`config.mk`:
```
export PLATFORM = sky130hd
export DESIGN_NAME = konami_cart_top
export DESIGN_NICKNAME = d
export VERILOG_FILES = /design/src/design/mapper_pkg.sv /design/src/design/cpu_bus_pkg.sv /design/src/design/konami_cart_top.sv /design/src/design/cart_read_port.sv /design/src/design/mapper_konami_scc.sv /design/src/design/cpu_req_capture.sv
export VERILOG_INCLUDE_DIRS = /design/src /design/src/design
export SDC_FILE = /design/constraint.sdc
export NUM_CORES = 1
export LEC_CHECK = 0
export ABC_AREA = 1
export BUFFER_PORTS_ARGS = -buffer_cell sky130_fd_sc_hd__buf_2
export CAP_MARGIN = 25
export CELL_PAD_IN_SITES_DETAIL_PLACEMENT = 2
export CELL_PAD_IN_SITES_GLOBAL_PLACEMENT = 2
export CORE_MARGIN = 3
export CORE_UTILIZATION = 36
export CTS_CLUSTER_SIZE = 8
export DETAILED_ROUTE_END_ITERATION = 7
export GPL_TIMING_DRIVEN = 1
export PLACE_DENSITY = 0.74
export SYNTH_ARGS = -nofsm -noshare
export SYNTH_HDL_FRONTEND = slang
export SYNTH_SLANG_ARGS = --single-unit
```
`constraint.sdc`:
```
create_clock -name clock_bus -period 4.25 [get_ports clock_bus]
set_input_delay 0.85 -clock clock_bus [delete_from_list [all_inputs] [get_ports clock_bus]]
set_output_delay 0.85 -clock clock_bus [all_outputs]
set_load 0.03 [all_outputs]
```
`src/design/cart_settings.svh`:
```
`ifndef CART_SETTINGS_SVH
`define CART_SETTINGS_SVH

// Z80 side address bus width
`define CART_ADDR_W 16

// Byte address into the cartridge ROM, up to 128 MB
`define CART_ROM_ADDR_W 27

// Independent mapper contexts, one per cartridge slot
`define CART_SLOTS 2

// SCC waveform RAM, 4 channels x 32 bytes
`define CART_WAVE_BYTES 128

`define CART_SCC_CODE 6'h3F   // Low 6 bits of a bank 3 write that open the SCC

`endif
```
`src/design/mapper_pkg.sv`:
```
`include "cart_settings.svh"

package mapper_pkg;

   // Byte address on the ROM side
   typedef logic [`CART_ROM_ADDR_W-1:0] rom_addr_t;

   // Mapper type the slot is configured with
   typedef enum logic [1:0] {
      MAPPER_NONE       = 2'd0,
      MAPPER_KONAMI     = 2'd1,
      MAPPER_KONAMI_SCC = 2'd2
   } mapper_type_e;

   // Static configuration of the cartridge slot
   typedef struct packed {
      mapper_type_e typ;        // Selected mapper
      logic [24:0]  rom_size;   // ROM image size in bytes
   } block_info_t;

   // Mapper decision for one CPU cycle
   typedef struct packed {
      logic      ram_cs;    // ROM access
      rom_addr_t addr;      // All ones when ram_cs is low
      logic      rd;        // Cycle is a read
      logic      scc_sel;   // Cycle lands in the open SCC window
   } rom_req_t;

   // Which on-cartridge device owns the cycle
   typedef enum logic {DEV_NONE, DEV_SCC} dev_sel_t;

endpackage

```
`src/design/cpu_bus_pkg.sv`:
```
`include "cart_settings.svh"

package cpu_bus_pkg;

   // Z80 memory address
   typedef logic [`CART_ADDR_W-1:0] cpu_addr_t;

   // Z80 data byte
   typedef logic [7:0] cpu_data_t;

   // One sampled CPU memory cycle
   // rd and wr are already qualified with mreq when this is built
   typedef struct packed {
      logic      mreq;    // Memory request
      logic      rd;      // Read strobe, one cycle
      logic      wr;      // Write strobe, one cycle
      cpu_addr_t addr;    // Full 16-bit address
      cpu_data_t wdata;   // Write data
      logic      slot;    // Which slot the cycle is decoded for
   } cpu_req_t;

endpackage

```
`src/design/konami_cart_top.sv`:
```
`timescale 1ns/1ps

module konami_cart_top
   import cpu_bus_pkg::*;
   import mapper_pkg::*;
(
   input  logic        clock_bus,
   input  logic        rst,
   input  logic        mreq,
   input  logic        rd,
   input  logic        wr,
   input  cpu_addr_t   addr,
   input  cpu_data_t   wdata,
   input  logic        slot_id,
   input  block_info_t block_info,
   input  cpu_data_t   rom_rdata,    // From the external ROM
   output logic        rom_cs,
   output rom_addr_t   rom_addr,
   output cpu_data_t   rd_data,
   output logic        rd_valid,
   output logic        scc_en
);

   cpu_req_t q_req;     // Registered CPU cycle
   rom_req_t map_req;   // Mapper decision
   dev_sel_t dev_typ;

   cpu_req_capture u_capture (
      .clock_bus, .rst, .mreq, .rd, .wr, .addr, .wdata, .slot_id,
      .q_req
   );

   mapper_konami_scc u_mapper (
      .clock_bus, .rst, .q_req, .block_info,
      .map_req, .dev_typ, .scc_en
   );

   cart_read_port u_read_port (
      .clock_bus, .rst, .map_req, .dev_typ,
      .addr (q_req.addr), .wdata (q_req.wdata), .wr (q_req.wr),
      .rom_rdata, .rom_cs, .rom_addr, .rd_data, .rd_valid
   );

endmodule

```
`src/design/cart_read_port.sv`:
```
`timescale 1ns/1ps
`include "cart_settings.svh"

module cart_read_port
   import cpu_bus_pkg::*;
   import mapper_pkg::*;
(
   input  logic      clock_bus,
   input  logic      rst,
   input  rom_req_t  map_req,     // Mapper decision for the current cycle
   input  dev_sel_t  dev_typ,     // SCC present only for a matching type
   input  cpu_addr_t addr,        // CPU address of the same cycle
   input  cpu_data_t wdata,
   input  logic      wr,
   input  cpu_data_t rom_rdata,   // Combinational from rom_addr
   output logic      rom_cs,
   output rom_addr_t rom_addr,
   output cpu_data_t rd_data,
   output logic      rd_valid
);

   localparam int WAVE_AW = $clog2(`CART_WAVE_BYTES);

   cpu_data_t wave_ram [`CART_WAVE_BYTES];   // 4 channels x 32 samples

   logic               wave_hit;    // 9800h-987Fh with the SCC open
   logic [WAVE_AW-1:0] wave_idx;
   logic               s1_rd;       // Read in flight, aligned with rom_addr
   logic               s1_wave;     // That read targets the wave RAM
   cpu_data_t          s1_wave_q;   // Wave RAM read data

   // A10-A7 zero inside 9800h-9FFFh means the 128-byte wave table
   assign wave_hit = map_req.scc_sel && (dev_typ == DEV_SCC) && (addr[10:WAVE_AW] == '0);
   assign wave_idx = addr[WAVE_AW-1:0];

   // Stage 1, ROM request to the pins
   always_ff @(posedge clock_bus) begin
      if (rst) begin
         rom_cs   <= 1'b0;
         rom_addr <= '1;
         s1_rd    <= 1'b0;
      end else begin
         rom_cs   <= map_req.ram_cs;
         rom_addr <= map_req.addr;
         s1_rd    <= map_req.rd;
      end
   end

   // Read kind and wave sample travel with the ROM stage
   always_ff @(posedge clock_bus) begin
      s1_wave   <= wave_hit;
      s1_wave_q <= wave_ram[wave_idx];
   end

   // Wave table write port
   always_ff @(posedge clock_bus) begin
      if (wave_hit && wr) begin
         wave_ram[wave_idx] <= wdata;
      end
   end

   // Stage 2, read data back to the CPU
   always_ff @(posedge clock_bus) begin
      if (rst) begin
         rd_valid <= 1'b0;
      end else begin
         rd_valid <= s1_rd;   // Single pulse per read
      end
   end

   always_ff @(posedge clock_bus) begin
      if (rom_cs) begin
         rd_data <= rom_rdata;
      end else if (s1_wave) begin
         rd_data <= s1_wave_q;
      end else begin
         rd_data <= 8'hFF;   // Open bus
      end
   end

endmodule

```
`src/design/mapper_konami_scc.sv`:
```
`timescale 1ns/1ps
`include "cart_settings.svh"

module mapper_konami_scc
   import cpu_bus_pkg::*;
   import mapper_pkg::*;
(
   input  logic        clock_bus,
   input  logic        rst,
   input  cpu_req_t    q_req,        // Registered CPU cycle
   input  block_info_t block_info,   // Mapper type and ROM size
   output rom_req_t    map_req,      // Translation, valid in the q_req cycle
   output dev_sel_t    dev_typ,      // Device owning the cycle
   output logic        scc_en        // SCC open in the addressed slot
);

   typedef logic [7:0] bank_num_t;   // 8 KB page number

   // Four switchable 8 KB windows per slot
   // Index 0 covers 4000h-5FFFh, index 3 covers A000h-BFFFh
   bank_num_t              banks [`CART_SLOTS][4];
   logic [`CART_SLOTS-1:0] scc_enable;   // One flag per slot

   logic       cs;          // Type matches and a cycle is present
   logic       in_window;   // 4000h-BFFFh
   logic       mapped;      // In window and inside the ROM image
   logic       scc_area;    // 9800h-9FFFh with SCC open
   logic       bank_wr;     // Write to one of the bank select ranges
   logic [1:0] bank_idx;    // Window addressed by A15-A13
   bank_num_t  bank_base;
   rom_addr_t  rom_addr;

   assign cs        = (block_info.typ == MAPPER_KONAMI_SCC) && q_req.mreq;
   assign in_window = (q_req.addr >= 16'h4000) && (q_req.addr < 16'hC000);

   // 010 -> 0, 011 -> 1, 100 -> 2, 101 -> 3
   assign bank_idx  = 2'(q_req.addr[15:13] - 3'd2);
   assign bank_base = banks[q_req.slot][bank_idx];

   // Page number on top of the 13-bit offset, zero extended
   assign rom_addr = rom_addr_t'({bank_base, q_req.addr[12:0]});

   assign mapped   = in_window && (rom_addr < rom_addr_t'(block_info.rom_size));
   assign scc_area = (q_req.addr[15:11] == 5'b10011) && scc_enable[q_req.slot];

   // 5000h, 7000h, 9000h and B000h ranges all have A12-A11 = 10
   assign bank_wr = cs && q_req.wr && in_window && (q_req.addr[12:11] == 2'b10);

   always_comb begin
      map_req.ram_cs  = cs && mapped && !scc_area;
      map_req.addr    = map_req.ram_cs ? rom_addr : '1;   // Idle bus reads as all ones
      map_req.rd      = q_req.rd;                         // Every read gets an answer
      map_req.scc_sel = q_req.mreq && scc_area;           // Type checked at the wave RAM
   end

   assign dev_typ = cs ? DEV_SCC : DEV_NONE;
   assign scc_en  = scc_enable[q_req.slot];

   // Bank select and SCC enable registers
   always_ff @(posedge clock_bus) begin
      if (rst) begin
         for (int s = 0; s < `CART_SLOTS; s++) begin
            for (int b = 0; b < 4; b++) begin
               banks[s][b] <= bank_num_t'(b);   // Linear layout of the first 32 KB
            end
         end
         scc_enable <= '0;
      end else if (bank_wr) begin
         banks[q_req.slot][bank_idx] <= q_req.wdata;
         if (bank_idx == 2'd2) begin   // 9000h range also opens or closes the SCC
            scc_enable[q_req.slot] <= (q_req.wdata[5:0] == `CART_SCC_CODE);
         end
      end
   end

endmodule

```
`src/design/cpu_req_capture.sv`:
```
`timescale 1ns/1ps

module cpu_req_capture
   import cpu_bus_pkg::*;
(
   input  logic      clock_bus,
   input  logic      rst,
   input  logic      mreq,      // Memory request from the Z80
   input  logic      rd,        // Read strobe
   input  logic      wr,        // Write strobe
   input  cpu_addr_t addr,
   input  cpu_data_t wdata,
   input  logic      slot_id,   // Slot decoded by the primary slot logic
   output cpu_req_t  q_req      // Registered cycle, one clock later
);

   // Strobes and slot select, cleared on reset
   always_ff @(posedge clock_bus) begin
      if (rst) begin
         q_req.mreq <= 1'b0;
         q_req.rd   <= 1'b0;
         q_req.wr   <= 1'b0;
         q_req.slot <= 1'b0;   // Keeps scc_en defined out of reset
      end else begin
         q_req.mreq <= mreq;
         q_req.rd   <= rd & mreq;   // Stray strobe without mreq is dropped
         q_req.wr   <= wr & mreq;
         q_req.slot <= slot_id;
      end
   end

   // Address and data just follow the bus
   always_ff @(posedge clock_bus) begin
      q_req.addr  <= addr;
      q_req.wdata <= wdata;
   end

endmodule

```
Yosys cells after proc, flatten, opt, wreduce, memory -nomap -nowiden

Memory sizes are Yosys's and may differ from the RTL's. A register that Yosys moved wholly into a read port is not among the register bits.
Cells that the tools add are included.

Register bits after elaboration: 69
Bits in writable memories: 1088
Output and inout bits: 38
Word-level logic and storage cells: 78
Memories kept: 2
Bits of input ports: 65

Memory list:

| memory               | depth | bits a word | rd ports | clocked after Yosys merged registers in | wr ports | RTL line                | source |
|---|---|---|---|---|---|---|---|
| u_read_port.wave_ram | 128   | 8           | 1        | 1                                       | 1        | cart_read_port.sv:24    | `` cpu_data_t wave_ram [`CART_WAVE_BYTES]; `` |
| u_mapper.banks       | 2     | 32          | 1        | 1                                       | 2        | mapper_konami_scc.sv:21 | `` bank_num_t banks [`CART_SLOTS][4]; `` |

$lt $le $gt $ge: 7
Bitwise gates (word level): 4
Reductions and logical operators: 20
Muxes and demuxes: 25
Equal/unequal tests: 5
Add/subtract/negate cells: 1

Operators by type and width:

| cell                   | number |
|---|---|
| $mux W32               | 3 |
| $mux W8                | 5 |
| $reduce_or A32 Y1      | 1 |
| $mux W27               | 1 |
| $lt A21 B25 Y1         | 1 |
| $bmux W8 S2            | 1 |
| $demux W8 S2           | 1 |
| $ge A16 B15 Y1 const B | 1 |
| $lt A16 B16 Y1 const B | 1 |
| $logic_and A1 B1 Y1    | 15 |
| $mux W1                | 12 |
| $eq A2 B2 Y1 const B   | 3 |
| $eq A6 B6 Y1 const B   | 1 |
| $eq A5 B5 Y1 const B   | 1 |
| $logic_not A4 Y1       | 1 |
| $ge A3 B3 Y1 const B   | 1 |
| $lt A3 B1 Y1 const B   | 1 |
| $not A2 Y3             | 1 |
| $and A1 B1 Y1          | 2 |
| $bwmux W2              | 1 |
| $lt A1 B2 Y1 const B   | 1 |
| $reduce_and A2 Y1      | 1 |
| $reduce_or A2 Y1       | 1 |
| $sub A2 B2 Y2 const B  | 1 |
| 4 further kinds        | 4 |

Longest topological paths before layout

Gate-level depths: netlist of the first run.

Word-level depth: 11
Depth in mapped cells: 16
Mapped depth without buffers: 14

By module

From an unflattened synthesis of the first run, not the netlist that was laid out.

Cell total of the unflattened synthesis: 4963
Area, all modules: 49515.0 sq um

By module, submodules not included:

| module            | area an instance (sq um) | times used | seq. area each (sq um) | cells each |
|---|---|---|---|---|
| cart_read_port    | 45028.2                  | 1          | 31690.4                | 4485 |
| mapper_konami_scc | 3896.2                   | 1          | 1961.9                 | 442 |
| cpu_req_capture   | 590.6                    | 1          | 560.5                  | 36 |

Worst setup path before layout of the first run

OpenSTA, ideal clock, no wires.

Kind: register to register
Start: register u_capture.q_req[2] (netlist name)
End: register u_mapper.scc_enable[1]
Path slack: 1195 ps
Data required time: 4184 ps
Stages on the path, launching flop included: 7
Buffers on the path: 0
Clock period less this slack: 3055 ps
Library setup time: 66 ps
Arrival: 2990 ps
Cells stage by stage: dfxtp_1 inv_1 nor4_1 nand3_1 nor2_1 a21oi_1 nor2_1

Cells in the longest elaborated chain, start to end: 2

Ends and longest elaborated chain:

| item                          | RTL line                | source |
|---|---|---|
| $eq A6 B6 Y1 (no line)        | n/a                     |  |
| $bwmux W2                     | mapper_konami_scc.sv:71 | `` scc_enable[q_req.slot] <= (q_req.wdata[5:0] == `CART_SCC_CODE); `` |
| end signal, assigned by index | mapper_konami_scc.sv:71 |  |
| end, declared                 | mapper_konami_scc.sv:22 | `` logic [`CART_SLOTS-1:0] scc_enable; `` |

Every way passes these cells.
A chain may end at the register's enable or synchronous reset.

Final worst setup path of the first run

Start: register u_capture.q_req[22] (netlist name)
End: memory u_read_port.wave_ram[4][6] in the netlist's numbering (enable)

Cells in the longest elaborated chain, start to end: 8

Ends and longest elaborated chain:

| item                              | RTL line                | source |
|---|---|---|
| $eq A5 B5 Y1                      | mapper_konami_scc.sv:44 | `assign scc_area = (q_req.addr[15:11] == 5'b10011) && scc_enable[q_req.slot];` |
| $logic_and A1 B1 Y1               | mapper_konami_scc.sv:44 |  |
| $logic_and A1 B1 Y1               | mapper_konami_scc.sv:53 | `map_req.scc_sel = q_req.mreq && scc_area;` |
| $logic_and A1 B1 Y1 (2 in series) | cart_read_port.sv:33    | `assign wave_hit = map_req.scc_sel && (dev_typ == DEV_SCC) && (addr[10:WAVE_AW] == '0);` |
| $logic_and A1 B1 Y1               | cart_read_port.sv:57    | `if (wave_hit && wr) begin` |
| $mux W1                           | cart_read_port.sv:57    |  |
| $mux W1 (not written as such)     | cart_read_port.sv:58    | `wave_ram[wave_idx] <= wdata;` |
| end, declared                     | cart_read_port.sv:24    |  |

Every way passes these cells.

==> impl_metrics.py, run 1 <==
metrics = {
    "run_status": {
        "status": "finished, final reports clean",
    },
    "floorplanning": {
        "ios": 103,
        "die_area_um2": 140000,
        "initial_core_util": 0.364,
        "core_region_area_um2": 134000,
        "die_w_um": 374,
        "rows": 134,
        "die_h_um": 374,
    },
    "critical_path": {
        "critical_path.slowest_cell": "nor2_1",
        "crit_start": "u_capture.q_req[22]",
        "path_cells": "nor2_1, buf_4, inv_2, nor3_2, and3_1, buf_4, nand4_4, buf_4, nor2_1",
        "critical_path_class": "flip-flop to flip-flop",
        "worst_path_most_repeated_cell": "buf_4",
        "setup.worst_path.start_class": "flip-flop",
        "crit_path_max_fanout": 9,
        "r2r_start": "u_capture.q_req[22]",
        "critPathCaptureType": "flip-flop",
        "cpPeakStageDelay_ps": 610,
        "cp_top_family": "simple AND/OR/NAND/NOR gates",
        "worstPathRequired_ps": 4640,
        "cp_data_arrival_time_ps": 3830,
        "cp_num_buf_inv": 4,
    },
    "cts": {
        "clock_latency_ps": 780,
        "cts-root-buf": "clkbuf_16",
        "clk_path_buf_depth": 3,
        "h-tree-depth": 4,
        "cts_tree": "done",
        "holdBufCountCts": 0,
        "post-cts-setup-buffer-count": 0,
        "cts_resized": 0,
        "cts_buffers": 163,
        "clkTransAtPathRegs_ps": 50,
        "clock-sinks": 1160,
    },
    "detailed_routing": {
        "remaining_drc_errors": 0,
        "wirelength_um": 166000,
        "wl_per_cell_um": 24.4,
        "routed_via_density": 5.13,
        "drtAntennaViolNets": 0,
        "vias": 34900,
        "drt-pass1-iter-count": 5,
        "drtIter0Drc": 2482,
    },
    "logic_synthesis": {
        "ys_seq_elements": 1160,
        "seq_area_frac_synth": 0.699,
        "syn_nets": 4942,
        "synth.distinct_cells": 36,
        "yosysWarnings": 0,
        "synth_area_leaders": "edfxtp_1, nand2_1, dfxtp_1",
        "yosys.area.top_type": "edfxtp_1",
        "syn_area_um2": 48800,
        "ys.flop_type": "edfxtp_1",
        "syn_avg_cell_area_um2": 10.1,
        "synth_cells": 4857,
        "synth_edf_count": 1088,
        "yosysTopAreaCellShare": 0.669,
        "async_flop_share": 0,
    },
    "timing": {
        "rsz0062_at_grt": "no",
        "hold_viol": 0,
        "post-route-period-util": 0.808,
        "clock-skew-final_ps": 27.3,
        "setup_tns_ps": 0,
        "max_freq_mhz": 291,
        "setup_viol": 0,
        "slew_viol_final": 0,
        "finalCriticalPeriod_ps": 3430,
        "maxSlewHeadroom": 0.351,
        "worstMarginPinSlew_ps": 969,
    },
    "job": {
        "maxCapViolCount": 0,
    },
    "finish": {
        "antenna_cells": 0,
        "design_area_um2": 56000,
        "fin_util": 0.417,
        "layout.nets": 5034,
        "multi_input_area_um2": 13400,
        "seq_area_um2": 34200,
        "drive_above_1_share": 0.0771,
        "nFillCells": 14200,
        "synthToLayoutAreaGrowth_pct": 14.6,
    },
    "placement": {
        "port-buffer-count": 102,
        "place_hpwl_um": 99500,
        "post_dp_cell_area_um2": 51400,
        "gp_congestion": 0.780,
    },
    "power": {
        "ir_worst_vdd_mv": 0.393,
        "power_density_nw_per_um2": 468,
        "p_leak_uw": 0.0228,
    },
    "grt": {
        "grt_overflow": 0,
        "grt_pass1_vias": 39200,
        "busiest_layer": "met2",
        "grt_use_met1": 0.299,
        "grt_pass1_wl_um": 248000,
        "grt_max_degree": 200,
        "grt_use_met2": 0.412,
        "met3_usage": 0.0363,
        "grt_antenna_before_repair": 3,
        "grt_use_total": 0.236,
    },
    "min_path": {
        "hp-start": "addr[1]",
        "hp-class": "primary input to flip-flop",
    },
}
-- synth_stat cells (all sizes together) (11+ instances only) --
master  instances
nand2        2811
edfxtp       1088
nor2          337
buf           131
clkbuf        117
nand4          92
inv            75
dfxtp          72
o21ai          47
ha             20
nand3          16
a21oi          15
nor3           11
-- flip-flops by register name, indices dropped and copies added (netlist names) --
register / flops
u_capture.q_req: 28
u_mapper.banks: 64
u_mapper.scc_enable: 2
u_read_port.rd_data: 8
u_read_port.rd_valid: 1
u_read_port.rom_addr: 22
u_read_port.rom_cs: 1
u_read_port.s1_rd: 1
u_read_port.s1_wave: 1
u_read_port.s1_wave_q: 8
u_read_port.wave_ram: 1024
-- metrics by stage --
| step | hold slack, ps | power, uW | cells | setup WS (ps) |
|---|---|---|---|---|
| after floorplan | 388 | 13700 | 4857 | 1190 |
| after global placement | 391 | 14300 | 6551 | 657 |
| after detailed placement | 404 | 14400 | 6552 | 560 |
| after CTS | 113 | 26500 | 6802 | 809 |
| after global routing | 136 | 27100 | 6802 | 502 |
| final | 172 | 26200 | 6802 | 818 |
-- where the power goes --
part | leakage (uW) | internal (uW) | total, uW | switching, uW
logic | 0.0102 | 352 | 1510 | 1150
clock network | 0.00221 | 7140 | 12000 | 4880
registers | 0.0105 | 12500 | 12600 | 97.7
total | 0.0228 | 20000 | 26200 | 6130
-- per-layer routing --
| metal | vias to the layer above | share of wire | wire (um) |
|---|---|---|---|
| met4 | 0 | 0.031 | 5080 |
| li1 | 16000 | - | - |
| met2 | 746 | 0.50 | 83200 |
| met5 | - | 0 | 0 |
| met1 | 17800 | 0.43 | 71000 |
| met3 | 280 | 0.041 | 6840 |
-- layout make-up --
cell class / instances / area share
well taps: 1768 / 0.0395
repair buffers: 175 / 0.0237
clock inverters: 12 / 0.00248
clock buffers: 238 / 0.0794
inverters: 79 / 0.00577
flip-flops and latches: 1160 / 0.610
multi-input cells: 3370 / 0.239
-- layout by cell type, fill, tap and decap left out, types with 2 or more instances in the layout --
master | synthesis | routed
nand2_1 | 2807 | 2807
edfxtp_1 | 1088 | 1088
nor2_1 | 336 | 333
clkbuf_16 | 0 | 167
buf_2 | 94 | 102
nand4_1 | 88 | 88
clkbuf_1 | 117 | 71
inv_1 | 69 | 68
dfxtp_1 | 72 | 61
buf_4 | 5 | 51
o21ai_0 | 45 | 45
buf_12 | 0 | 21
ha_1 | 20 | 20
nand3_1 | 16 | 16
a21oi_1 | 15 | 15
dfxtp_4 | 0 | 11
nor3_1 | 10 | 10
o21a_1 | 7 | 7
inv_2 | 6 | 6
inv_6 | 0 | 5
nor2_4 | 1 | 4
nand4_4 | 4 | 4
nand2_2 | 4 | 4
clkinv_8 | 0 | 4
o32ai_1 | 2 | 2
inv_16 | 0 | 2
clkinv_1 | 3 | 2
or2_1 | 2 | 2
o21ai_1 | 2 | 2
o31ai_1 | 2 | 2
clkinv_2 | 1 | 2
-- logic make-up after synthesis --
| logic type | synth area share |
|---|---|
| simple gates | 0.259 |
| xor+xnor | 0.000179 |
| flops | 0.699 |
| compound gates | 0.00843 |
| buf+inv | 0.0281 |
| fa+ha+maj | 0.00513 |
-- worst paths after layout --
kind,slack [ps],depth (start not counted),to
worst max-delay path,820,9,u_read_port.wave_ram[4][6]
worst min-delay path,170,1,u_capture.q_req[10]
worst max register to register,820,9,u_read_port.wave_ram[4][6]
worst min register to register,400,2,u_read_port.s1_rd
-- worst reg2reg max path, cell delays in order, from the launching register on --
cell,delay [ps]
dfxtp_1,330
nor2_1,120
buf_4,150
inv_2,90
nor3_2,380
and3_1,570
buf_4,250
nand4_4,210
buf_4,330
nor2_1,620
Note: power is estimated with default switching activity, not from simulation.
==> run 2, diff against run 1 <==
==> constraint.sdc (replaced) <==
create_clock -name clock_bus -period 3.4 [get_ports clock_bus]
set_input_delay 0.68 -clock clock_bus [delete_from_list [all_inputs] [get_ports clock_bus]]
set_output_delay 0.68 -clock clock_bus [all_outputs]
set_load 0.03 [all_outputs]
==> run 2 against run 1 <==
Die area did not move. Via count grew 3.2%. Design area rose by 3.0%. Largest cell class unchanged.
==> impl_metrics.py, run 2 (synthesis gave the netlist of run 1 again) <==
metrics = {
    "finish": {
        "drive_above_1_share": 0.107,
        "final_common_cell": "nand2_1",
        "final_cells": 7004,
        "antenna_cells": 0,
        "nFillCells": 14100,
        "largest_reg_flops": 1024,
        "final_cell_mix": "nand2_1, edfxtp_1, nor2_1",
        "top_regs": "u_read_port.wave_ram: 1024 flops, u_mapper.banks: 64 flops, u_capture.q_req: 28 flops",
        "layout.nets": 5226,
        "largest_register": "u_read_port.wave_ram",
        "synthToLayoutAreaGrowth_pct": 18.1,
        "multi_input_area_um2": 13400,
        "seq_area_um2": 34200,
    },
    "run_status": {
        "status": "finished, final reports clean",
    },
    "cts": {
        "clock_latency_ps": 780,
        "post-cts-setup-buffer-count": 0,
        "clock-sinks": 1160,
        "clk_path_buf_depth": 3,
        "cts_tree": "done",
        "cts_resized": 0,
        "h-tree-depth": 4,
        "clkTransAtPathRegs_ps": 50,
        "cts-root-buf": "clkbuf_16",
        "cts_buffers": 163,
    },
    "floorplanning": {
        "die_w_um": 374,
        "die_h_um": 374,
        "die_area_um2": 140000,
        "rows": 134,
        "ios": 103,
        "core_region_area_um2": 134000,
        "initial_core_util": 0.364,
    },
    "critical_path": {
        "critical_path.slowest_cell": "nor3_2",
        "critical_path_class": "flip-flop to flip-flop",
        "setup.worst_path.start_class": "flip-flop",
        "cpPeakStageDelay_ps": 400,
        "cp_top_family": "simple AND/OR/NAND/NOR gates",
        "crit_path_max_fanout": 9,
        "r2r_start": "u_capture.q_req[22]",
        "worstPathRequired_ps": 3860,
        "critPathCaptureType": "flip-flop",
        "crit_start": "u_capture.q_req[22]",
        "worst-path-stages": 9,
        "cp_data_arrival_time_ps": 3450,
        "cp_num_buf_inv": 4,
        "r2r_slack_ps": 410,
        "worst-r2r-cell-count": 9,
        "path_cells": "nor2_1, inv_2, nor3_2, and3_1, buf_12, nand4_4, buf_4, nor2_1, buf_4",
    },
    "grt": {
        "grt_max_degree": 139,
        "grt_pass1_wl_um": 255000,
        "grt_overflow": 0,
        "grt_pass1_vias": 40400,
        "grt_antenna_before_repair": 2,
        "grt_use_total": 0.241,
    },
    "job": {
        "maxCapViolCount": 0,
    },
    "placement": {
        "gp_congestion": 0.819,
        "place_hpwl_um": 103000,
        "port-buffer-count": 102,
        "dp.cells": 6723,
    },
    "power": {
        "ir_worst_vdd_mv": 0.543,
        "p_leak_uw": 0.0239,
        "power_density_nw_per_um2": 570,
    },
    "min_path": {
        "hp-start": "addr[11]",
        "hp-class": "primary input to flip-flop",
        "holdPathStages": 1,
    },
    "timing": {
        "post-route-period-util": 0.880,
        "fin_worst_hold_slack_ps": 44.4,
        "rsz0062_at_grt": "no",
        "maxSlewHeadroom": 0.360,
        "worstMarginPinSlew_ps": 960,
        "setup_viol": 0,
        "slew_viol_final": 0,
        "setup_tns_ps": 0,
        "clock-skew-final_ps": 27.0,
        "finalCriticalPeriod_ps": 2990,
        "hold_viol": 0,
        "max_freq_mhz": 334,
    },
    "detailed_routing": {
        "wl_per_cell_um": 24.3,
        "drt-pass1-iter-count": 5,
        "drtIter0Drc": 2591,
        "drtAntennaViolNets": 0,
        "routed_via_density": 5.14,
        "wirelength_um": 170000,
        "remaining_drc_errors": 0,
        "vias": 36000,
    },
}
run 2: worst reg2reg max path, stage by stage, from the launching register on:
cell and delay (ps):
dfxtp_1 340, nor2_1 310, inv_2 180, nor3_2 400
and3_1 280, buf_12 170, nand4_4 330, buf_4 360
nor2_1 120, buf_4 200
run 2: worst paths after layout:
check / end
max: u_read_port.wave_ram[125][2]
min reg2reg: u_read_port.s1_rd
max reg2reg: u_read_port.wave_ram[125][2]
min: u_capture.q_req[20]
run 2: metrics by stage:
stage,util,cell area (um2),worst slack [ps],power [uW]
finish,0.430,57700,409,32900
CTS,0.430,57700,389,33200
global route,0.430,57700,217,33900
global placement,0.394,52800,509,17900
detailed placement,0.394,52800,373,18000
floorplan,-,48800,345,17100
run 2: layout make-up:
class | instances | share of cell area
flip-flops and latches | 1160 | 0.592
multi-input cells | 3370 | 0.232
clock buffers | 249 | 0.0778
repair buffers | 367 | 0.0519
well taps | 1768 | 0.0384
inverters | 79 | 0.00560
clock inverters | 11 | 0.00232
run 2: power by group:
| part | switching [uW] | total [uW] | internal, uW |
|---|---|---|---|
| logic | 1480 | 1980 | 497 |
| clock network | 6130 | 15100 | 8980 |
| registers | 100 | 15800 | 15700 |
run 2: timing repair:
action                     in CTS  in global routing
hold endpoints to repair       21                  0
hold buffers                   21                  0
setup endpoints to repair       0                  0
run 2: routing by layer:
layer	up-vias	share of wire	wire, um	GRT usage
li1	16400	-	-	-
met1	18600	0.42	71900	0.304
met2	760	0.51	86700	0.428
met3	257	0.039	6670	0.0350
met4	2	0.028	4690	0.0756
met5	-	0.000076	13	0
